<file path="config.mk">
export PLATFORM = sky130hd
export DESIGN_NAME = minsel_top
export DESIGN_NICKNAME = d
export VERILOG_FILES = /design/src/rtl/minsel_pkg.sv /design/src/rtl/least_filter.sv /design/src/rtl/frame_assembler.sv /design/src/rtl/frame_fifo.sv /design/src/rtl/min_selector.sv /design/src/rtl/minsel_top.sv
export VERILOG_INCLUDE_DIRS = /design/src /design/src/rtl
export SDC_FILE = /design/constraint.sdc
export NUM_CORES = 1
export LEC_CHECK = 0
export BUFFER_PORTS_ARGS = -buffer_cell sky130_fd_sc_hd__buf_2
export CAP_MARGIN = 20
export CORE_MARGIN = 1.5
export CORE_UTILIZATION = 45
export DETAILED_ROUTE_END_ITERATION = 6
export HOLD_SLACK_MARGIN = 0.12
export PLACE_DENSITY = 0.62
export REMOVE_ABC_BUFFERS = 1
export SETUP_SLACK_MARGIN = 0.2
export SLEW_MARGIN = 40
export SYNTH_ARGS = -nofsm -noshare
export SYNTH_HDL_FRONTEND = slang
export SYNTH_SLANG_ARGS = --single-unit
</file>
<file path="constraint.sdc">
create_clock -name clk -period 9.15 [get_ports clk]
set_clock_uncertainty 0.1 [all_clocks]
set_input_delay 0.915 -clock clk [delete_from_list [all_inputs] [get_ports clk]]
set_output_delay 0.915 -clock clk [all_outputs]
set_load 0.01 [all_outputs]
</file>
<file path="src/rtl/minsel_config.svh">
`ifndef MINSEL_CONFIG_SVH
`define MINSEL_CONFIG_SVH

// Channels per frame
// Also the number of samples grouped into one frame
`define MINSEL_NUM_CH 4

// Sample width in bits
`define MINSEL_DATA_W 8

// Frame tag width in bits
// Tags wrap at this width
`define MINSEL_TAG_W 8

// Frame buffer depth in whole frames
`define MINSEL_FIFO_DEPTH 4

`endif

</file>
<file path="src/rtl/minsel_pkg.sv">
package minsel_pkg;

  `include "minsel_config.svh"

  // Width of a channel index within a frame
  localparam int CH_IDX_W = $clog2(`MINSEL_NUM_CH);

  // One sample of the stream
  typedef logic [`MINSEL_DATA_W-1:0] sample_t;

  // Frame as pushed into the buffer
  // Channel 0 holds the first sample received
  typedef struct packed {
    logic [`MINSEL_TAG_W-1:0]   tag;
    sample_t [`MINSEL_NUM_CH-1:0] samples;
  } frame_t;

  // Result of reducing one frame
  // Channel index is the lowest one holding the minimum
  typedef struct packed {
    logic [`MINSEL_TAG_W-1:0] tag;
    sample_t                  min_val;
    logic [CH_IDX_W-1:0]      ch_idx;
  } result_t;

endpackage

</file>
<file path="src/rtl/least_filter.sv">
`timescale 1ns/10ps

module least_filter #(
  parameter int NUM_DATA   = 2,
  parameter int DATA_W     = 8,
  // Derived from NUM_DATA, keep the default
  parameter int DATA_IDX_W = $clog2(NUM_DATA)
) (
  input  logic [NUM_DATA-1:0][DATA_W-1:0] data_i,
  output logic [DATA_W-1:0]               data_o,
  output logic [DATA_IDX_W-1:0]           data_idx_o
);

  // Running minimum after each stage of the chain
  logic [DATA_W-1:0]     min_c [NUM_DATA];
  // Index that goes with the running minimum
  logic [DATA_IDX_W-1:0] idx_c [NUM_DATA];

  // First input seeds the chain
  assign min_c[0] = data_i[0];
  assign idx_c[0] = '0;

  for (genvar i = 1; i < NUM_DATA; i++)
  begin : gen_cmp
    logic take_c;

    // Replace only on strictly smaller
    // so on a tie the earlier index stays
    assign take_c = data_i[i] < min_c[i-1];

    assign min_c[i] = take_c ? data_i[i] : min_c[i-1];
    assign idx_c[i] = take_c ? DATA_IDX_W'(i) : idx_c[i-1];
  end

  // Last stage holds the overall winner
  assign data_o     = min_c[NUM_DATA-1];
  assign data_idx_o = idx_c[NUM_DATA-1];

endmodule

</file>
<file path="src/rtl/frame_assembler.sv">
`timescale 1ns/10ps
`include "minsel_config.svh"

module frame_assembler (
  input  logic                clk,
  input  logic                rst_n_i,
  input  logic                sample_valid_i,
  input  minsel_pkg::sample_t sample_i,
  output logic                frame_valid_o,
  output minsel_pkg::frame_t  frame_o
);

  import minsel_pkg::*;

  // Slot for the next accepted sample
  logic [CH_IDX_W-1:0] ch_cnt_q;
  // Tag for the next completed frame
  logic [`MINSEL_TAG_W-1:0] tag_cnt_q;
  // Samples gathered so far in this frame
  sample_t [`MINSEL_NUM_CH-1:0] collect_q;
  // Collected samples plus the completing one
  sample_t [`MINSEL_NUM_CH-1:0] assembled_c;
  logic last_c;
  logic frame_valid_q;
  frame_t frame_q;

  // Completing sample lands in the top slot
  assign last_c = sample_valid_i && (ch_cnt_q == CH_IDX_W'(`MINSEL_NUM_CH - 1));

  always_comb
  begin
    assembled_c = collect_q;
    assembled_c[`MINSEL_NUM_CH-1] = sample_i;
  end

  // Counters and strobe
  always_ff @(posedge clk)
  begin
    if (!rst_n_i)
    begin
      ch_cnt_q      <= '0;
      tag_cnt_q     <= '0;
      frame_valid_q <= 1'b0;
    end
    else
    begin
      frame_valid_q <= last_c;
      if (last_c)
      begin
        // Tag advances even if the buffer later drops the frame
        ch_cnt_q  <= '0;
        tag_cnt_q <= tag_cnt_q + 1'b1;
      end
      else if (sample_valid_i)
      begin
        ch_cnt_q <= ch_cnt_q + 1'b1;
      end
    end
  end

  // Sample slots and outgoing frame
  always_ff @(posedge clk)
  begin
    if (sample_valid_i)
    begin
      collect_q[ch_cnt_q] <= sample_i;
    end
    if (last_c)
    begin
      frame_q.tag     <= tag_cnt_q;
      frame_q.samples <= assembled_c;
    end
  end

  assign frame_valid_o = frame_valid_q;
  assign frame_o       = frame_q;

endmodule

</file>
<file path="src/rtl/frame_fifo.sv">
`timescale 1ns/10ps

module frame_fifo #(
  parameter type payload_t = logic [7:0],
  parameter int  DEPTH     = 4
) (
  input  logic     clk,
  input  logic     rst_n_i,
  input  logic     push_i,
  input  payload_t data_i,
  input  logic     pop_i,
  output payload_t head_o,
  output logic     empty_o,
  output logic     full_o,
  output logic     overflow_o
);

  localparam int PTR_W = (DEPTH > 1) ? $clog2(DEPTH) : 1;
  localparam int CNT_W = $clog2(DEPTH + 1);

  // Frame storage
  payload_t mem_q [DEPTH];

  logic [PTR_W-1:0] wr_ptr_q;
  logic [PTR_W-1:0] rd_ptr_q;
  // Frames currently held
  logic [CNT_W-1:0] count_q;
  logic overflow_q;
  logic push_ok_c;
  logic pop_ok_c;

  // Pointer step with wrap at DEPTH
  function automatic logic [PTR_W-1:0] ptr_next(input logic [PTR_W-1:0] ptr);
    logic [PTR_W-1:0] nxt;
    nxt = (ptr == PTR_W'(DEPTH - 1)) ? '0 : ptr + 1'b1;
    return nxt;
  endfunction

  assign empty_o = (count_q == '0);
  assign full_o  = (count_q == CNT_W'(DEPTH));

  // Push while full is lost, even alongside a pop
  assign push_ok_c = push_i && !full_o;
  // Stray pop on empty does nothing
  assign pop_ok_c  = pop_i && !empty_o;

  always_ff @(posedge clk)
  begin
    if (push_ok_c)
    begin
      mem_q[wr_ptr_q] <= data_i;
    end
  end

  // Pointers, occupancy, overflow
  always_ff @(posedge clk)
  begin
    if (!rst_n_i)
    begin
      wr_ptr_q   <= '0;
      rd_ptr_q   <= '0;
      count_q    <= '0;
      overflow_q <= 1'b0;
    end
    else
    begin
      if (push_ok_c)
      begin
        wr_ptr_q <= ptr_next(wr_ptr_q);
      end
      if (pop_ok_c)
      begin
        rd_ptr_q <= ptr_next(rd_ptr_q);
      end
      unique case ({push_ok_c, pop_ok_c})
        2'b10:   count_q <= count_q + 1'b1;
        2'b01:   count_q <= count_q - 1'b1;
        default: count_q <= count_q;
      endcase
      // Sticky until reset
      if (push_i && full_o)
      begin
        overflow_q <= 1'b1;
      end
    end
  end

  // Oldest frame, meaningful only while not empty
  assign head_o     = mem_q[rd_ptr_q];
  assign overflow_o = overflow_q;

endmodule

</file>
<file path="src/rtl/min_selector.sv">
`timescale 1ns/10ps
`include "minsel_config.svh"

module min_selector (
  input  logic                clk,
  input  logic                rst_n_i,
  input  logic                hold_i,
  input  logic                empty_i,
  input  minsel_pkg::frame_t  head_i,
  output logic                pop_o,
  output logic                result_valid_o,
  output minsel_pkg::result_t result_o
);

  import minsel_pkg::*;

  // Minimum of the head frame and its channel
  sample_t             min_c;
  logic [CH_IDX_W-1:0] idx_c;
  logic                result_valid_q;
  result_t             result_q;

  // Take the head whenever one is there and downstream allows
  // Pops can repeat every cycle
  assign pop_o = !empty_i && !hold_i;

  least_filter #(
    .NUM_DATA (`MINSEL_NUM_CH),
    .DATA_W   (`MINSEL_DATA_W)
  ) u_least_filter (
    .data_i     (head_i.samples),
    .data_o     (min_c),
    .data_idx_o (idx_c)
  );

  // Result strobe one cycle after the pop
  always_ff @(posedge clk)
  begin
    if (!rst_n_i)
    begin
      result_valid_q <= 1'b0;
    end
    else
    begin
      result_valid_q <= pop_o;
    end
  end

  // Capture tag and reduction on the popping cycle
  always_ff @(posedge clk)
  begin
    if (pop_o)
    begin
      result_q.tag     <= head_i.tag;
      result_q.min_val <= min_c;
      result_q.ch_idx  <= idx_c;
    end
  end

  assign result_valid_o = result_valid_q;
  assign result_o       = result_q;

endmodule

</file>
<file path="src/rtl/minsel_top.sv">
`timescale 1ns/10ps
`include "minsel_config.svh"

module minsel_top (
  input  logic                clk,
  input  logic                rst_n_i,
  input  logic                sample_valid_i,
  input  minsel_pkg::sample_t sample_i,
  input  logic                hold_i,
  output logic                result_valid_o,
  output minsel_pkg::result_t result_o,
  output logic                overflow_o,
  output logic                fifo_full_o
);

  import minsel_pkg::*;

  // Producer to buffer
  frame_t asm_frame;
  logic   asm_valid;

  // Buffer to consumer
  frame_t fifo_head;
  logic   fifo_empty;
  logic   fifo_pop;

  // Groups samples into tagged frames
  frame_assembler u_frame_assembler (
    .clk            (clk),
    .rst_n_i        (rst_n_i),
    .sample_valid_i (sample_valid_i),
    .sample_i       (sample_i),
    .frame_valid_o  (asm_valid),
    .frame_o        (asm_frame)
  );

  // Whole-frame queue, drops on full
  frame_fifo #(
    .payload_t (frame_t),
    .DEPTH     (`MINSEL_FIFO_DEPTH)
  ) u_frame_fifo (
    .clk        (clk),
    .rst_n_i    (rst_n_i),
    .push_i     (asm_valid),
    .data_i     (asm_frame),
    .pop_i      (fifo_pop),
    .head_o     (fifo_head),
    .empty_o    (fifo_empty),
    .full_o     (fifo_full_o),
    .overflow_o (overflow_o)
  );

  // Pops frames and reports the minimum
  min_selector u_min_selector (
    .clk            (clk),
    .rst_n_i        (rst_n_i),
    .hold_i         (hold_i),
    .empty_i        (fifo_empty),
    .head_i         (fifo_head),
    .pop_o          (fifo_pop),
    .result_valid_o (result_valid_o),
    .result_o       (result_o)
  );

endmodule

</file>
==> metrics.txt <==
# TYPE chip_impl_metric gauge
chip_impl_metric{name="signed_area_change_from_the_synthesized_netlist_to_the_final_layout",unit="%"} 13.4
chip_impl_info{name="cts_tree",value="built"} 1
chip_impl_info{name="cp_cell_sequence",value="buf_4 > mux4_2 > ha_1 > a21oi_1 > a21oi_1 > a211oi_4 > nor2_1 > a21oi_1 > ha_1 > a211o_1 > a21oi_1 > o21ai_0 > or2_2 > or2_2 > and2_0 > a21oi_1 > inv_1 > ha_1 > a21oi_1 > nor2b_1 > o21ai_0 > nand2_1 > a21oi_4 > mux2_2"} 1
chip_impl_metric{name="period_minus_slack",unit="ns"} 7.01
chip_impl_metric{name="yosysUniqueCellTypes",unit=""} 44
chip_impl_metric{name="drt-met1-wl",unit="mm"} 7.62
chip_impl_metric{name="seq_area_frac_synth",unit="%"} 75.8
chip_impl_metric{name="cts_hold_buffers",unit=""} 0
chip_impl_metric{name="sequentialPowerShare",unit="%"} 55.2
chip_impl_metric{name="post_cts.repair.setup_buffers",unit=""} 0
chip_impl_info{name="layout.cells.most_common",value="edfxtp_1"} 1
chip_impl_metric{name="h-tree-depth",unit=""} 1
chip_impl_metric{name="ys_ff_latch",unit=""} 264
chip_impl_metric{name="arrival_time_reported_for_the_critical_path_endpoint",unit="ns"} 7.19
chip_impl_info{name="route.top_layer_used",value="met4"} 1
chip_impl_metric{name="via_count_of_the_first_global_routing_pass",unit=""} 5103
chip_impl_metric{name="clock_power_share",unit="%"} 43.1
chip_impl_metric{name="combinationalPowerShare",unit="%"} 1.7
chip_impl_info{name="worst-setup-path-type",value="flip-flop to flip-flop"} 1
chip_impl_metric{name="design.die.area",unit="µm²"} 23500
chip_impl_info{name="critical-path-top-delay-family",value="compound AO/OA/AOI/OAI gates"} 1
chip_impl_info{name="setup_repair_after_global_routing_missed_its_margin",value="no"} 1
chip_impl_metric{name="yosys_warnings",unit=""} 0
chip_impl_metric{name="achievable-frequency",unit="MHz"} 143
chip_impl_metric{name="drt_iter0_drc",unit=""} 316
chip_impl_metric{name="met2RoutedLength",unit="mm"} 8.58
chip_impl_metric{name="final-hold-violation-count",unit=""} 0
chip_impl_info{name="sort_of_element_at_the_end_of_the_critical_path",value="flip-flop"} 1
chip_impl_metric{name="floorplan.initialDensity",unit="%"} 46.3
chip_impl_metric{name="ir_drop",unit="mV"} 0.116
chip_impl_metric{name="dpl.hpwl",unit="mm"} 10.7
chip_impl_metric{name="period_share",unit="%"} 76.6
chip_impl_metric{name="synth_edf_count",unit=""} 242
chip_impl_info{name="hold_path_startpoint",value="u_frame_assembler.assembled_c[15]"} 1
chip_impl_metric{name="groute.usage.overall",unit="%"} 15.3
chip_impl_info{name="crit-reg2reg-capture",value="u_min_selector.result_o[8]"} 1
chip_impl_metric{name="ant_nets",unit=""} 0
chip_impl_metric{name="cts_buffer_depth",unit=""} 3
chip_impl_metric{name="cp_num_cells",unit=""} 24
chip_impl_metric{name="port_buffers",unit=""} 32
chip_impl_metric{name="reg2reg_depth",unit=""} 24
chip_impl_metric{name="critPathMaxStageDelay",unit="ns"} 0.65
chip_impl_metric{name="finish.net_count",unit=""} 629
chip_impl_metric{name="layout-drive-gt1-share",unit="%"} 22.6
chip_impl_metric{name="route.vias.total",unit=""} 4778
chip_impl_metric{name="worst-slew-pin-transition",unit="ns"} 0.729
chip_impl_metric{name="grt_max_degree",unit=""} 41
chip_impl_metric{name="die_h",unit="µm"} 153
chip_impl_metric{name="number_of_antenna_violations_at_the_first_check_in_global_routing",unit=""} 0
chip_impl_info{name="yosysTopAreaCell",value="edfxtp_1"} 1
chip_impl_metric{name="postRouteWirelength",unit="mm"} 17.4
chip_impl_info{name="startpoint_type",value="flip-flop"} 1
chip_impl_info{name="layout.cells.most_common_list",value="242 x edfxtp_1, 40 x mux4_2, 32 x buf_2"} 1
chip_impl_metric{name="leakage",unit="nW"} 3.85
chip_impl_metric{name="power.density",unit="nW/µm²"} 207
chip_impl_metric{name="synth_top_area_share",unit="%"} 71.5
chip_impl_metric{name="grt_first_pass_wirelength",unit="mm"} 27.5
chip_impl_metric{name="ios",unit=""} 33
chip_impl_metric{name="rows",unit=""} 54
chip_impl_metric{name="totalNegativeSetupSlack",unit="ns"} 0
chip_impl_metric{name="p_switching",unit="mW"} 0.461
chip_impl_metric{name="hold_path_depth",unit=""} 0
chip_impl_info{name="most_prevalent_standard_cell_on_the_critical_path",value="a21oi_1"} 1
chip_impl_metric{name="drt-pass1-iter-count",unit=""} 4
chip_impl_metric{name="crit_fanout",unit=""} 19
chip_impl_metric{name="timing.max_cap.violations",unit=""} 0
chip_impl_info{name="hold_path_end",value="u_frame_assembler.frame_o[15]"} 1
chip_impl_info{name="post_synth_top_flop",value="edfxtp_1"} 1
chip_impl_metric{name="syn_area_per_cell",unit="µm²"} 19.1
chip_impl_metric{name="timing.critical_path.required",unit="ns"} 9.33
chip_impl_metric{name="worst_slew_margin_rel",unit="%"} 51.1
chip_impl_info{name="timing.critical_path.slowest_stage_cell",value="a211oi_4"} 1
chip_impl_metric{name="asyncSetResetFlopFracSynth",unit="%"} 0
chip_impl_metric{name="numClockSinks",unit=""} 264
chip_impl_metric{name="grt_overflow_total",unit=""} 0
chip_impl_metric{name="average_wire_per_standard_cell",unit="µm"} 19.6
chip_impl_metric{name="ff2ff_setup_slack",unit="ns"} 2.14
chip_impl_metric{name="via_per_inst",unit=""} 5.40
chip_impl_info{name="hold_path_class",value="flip-flop to flip-flop"} 1
chip_impl_info{name="yosys-top-cells-area",value="edfxtp_1 71%, mux4_2 8.9%, dfxtp_1 4.3%"} 1
chip_impl_metric{name="syn-cell-area",unit="µm²"} 10200
chip_impl_info{name="outcome",value="completed"} 1
chip_impl_metric{name="power.switching_fraction",unit="%"} 19.3
chip_impl_metric{name="maxSlewViolCount",unit=""} 0
chip_impl_metric{name="critical_path_buf_inv_count",unit=""} 2
chip_impl_metric{name="place.gp.congestion",unit=""} 0.830
chip_impl_info{name="cts_root_buf",value="clkbuf_16"} 1
chip_impl_metric{name="chipWidth",unit="µm"} 153
chip_impl_metric{name="drcViolationCount",unit=""} 0
chip_impl_metric{name="ctsResizeCount",unit=""} 0
chip_impl_metric{name="cts-buffers-inserted",unit=""} 26
chip_impl_metric{name="syn_inst",unit=""} 532
chip_impl_metric{name="setup_violations",unit=""} 0
chip_impl_metric{name="antenna_cells_inserted",unit=""} 0
chip_impl_metric{name="core_area",unit="µm²"} 22000
chip_impl_metric{name="post_route_worst_hold_slack",unit="ns"} 0.317
chip_impl_metric{name="route.met3.wl",unit="µm"} 843
chip_impl_metric{name="clock_latency",unit="ns"} 0.53
chip_impl_metric{name="clk_pin_slew",unit="ns"} 0.06
chip_impl_metric{name="intPower",unit="mW"} 1.92
## kinds of logic (layout without fill, tap and decap cells)
logic type	after synthesis	in the layout	share of synthesized area (%)
adders and majority gates	32	32	4.01
xor gates and xnor gates	9	9	0.776
DFF	264	264	75.8
buffers and inverters	37	110	1.43
and+or+nand+nor	84	84	4.35
muxes	52	52	10.1
AOI/OAI and AO/OA	54	54	3.47
## cells in the mapped netlist (6+ instances only)
library cell,number
nor2_1,15
edfxtp_1,242
nand2_1,16
xnor2_1,7
nand3_1,7
a21oi_1,28
mux2_2,8
inv_1,24
mux4_2,40
and3_1,7
o21ai_0,6
and2_1,16
ha_1,31
clkbuf_1,7
dfxtp_1,22
## power groups by stage
stage	logic, mW	clock network [mW]	registers [mW]
6_report	0.0396	1.03	1.32
4_1_cts	0.0404	1.05	1.32
5_1_grt	0.0449	1.09	1.32
3_5_place_dp	0.0402	0	1.34
2_1_floorplan	0.0244	0	1.34
3_3_place_gp	0.0388	0	1.34
## sequential cells by signal (all words and copies together) (netlist names), named ones only
| signal | flops |
|---|---|
| u_frame_assembler.assembled_c | 24 |
| u_frame_assembler.ch_cnt_q | 2 |
| u_frame_assembler.frame_o | 40 |
| u_frame_assembler.frame_valid_o | 1 |
| u_frame_assembler.tag_cnt_q | 8 |
| u_frame_fifo.count_q | 3 |
| u_frame_fifo.mem_q | 160 |
| u_frame_fifo.overflow_o | 1 |
| u_frame_fifo.rd_ptr_q | 2 |
| u_frame_fifo.wr_ptr_q | 2 |
| u_min_selector.result_o | 18 |
| u_min_selector.result_valid_o | 1 |
## layer usage
metal  GRT usage [%]  up-vias
met2            25.8      106
met1            20.7     2447
met5               0        -
li1                -     2196
met3            2.52       29
met4            4.53        0
## layout make-up
cell class / instances / area, µm²
flip-flops and latches: 264 / 7710
well taps: 280 / 350
fillers: 1682 / 10400
multi-input cells: 231 / 2330
repair buffers: 38 / 205
clock buffers: 30 / 686
inverters: 24 / 90.1
clock inverters: 18 / 150
## through the flow
| step | cells | cell area [µm²] | total power [mW] | util (%) | worst slack (ns) |
|---|---|---|---|---|---|
| floorplan | 519 | 10100 | 1.37 | - | 1.76 |
| global placement | 837 | 10700 | 1.38 | 48.6 | 2.31 |
| detailed placement | 837 | 10700 | 1.38 | 48.7 | 2.16 |
| CTS | 885 | 11500 | 2.41 | 52.5 | 2.11 |
| global route | 885 | 11500 | 2.45 | 52.5 | 1.58 |
| finish | 885 | 11500 | 2.38 | 52.5 | 2.14 |
## worst max path at each step
stage	from	slack, ns	endpoint
floorplan	flip-flop	1.76	u_min_selector.result_o[3]
global placement	flip-flop	2.31	u_min_selector.result_o[8]
detailed placement	flip-flop	2.16	u_min_selector.result_o[8]
CTS	flip-flop	2.11	u_min_selector.result_o[9]
global route	flip-flop	1.58	u_min_selector.result_o[8]
finish	flip-flop	2.14	u_min_selector.result_o[8]
(Power assumes the default switching activity.)
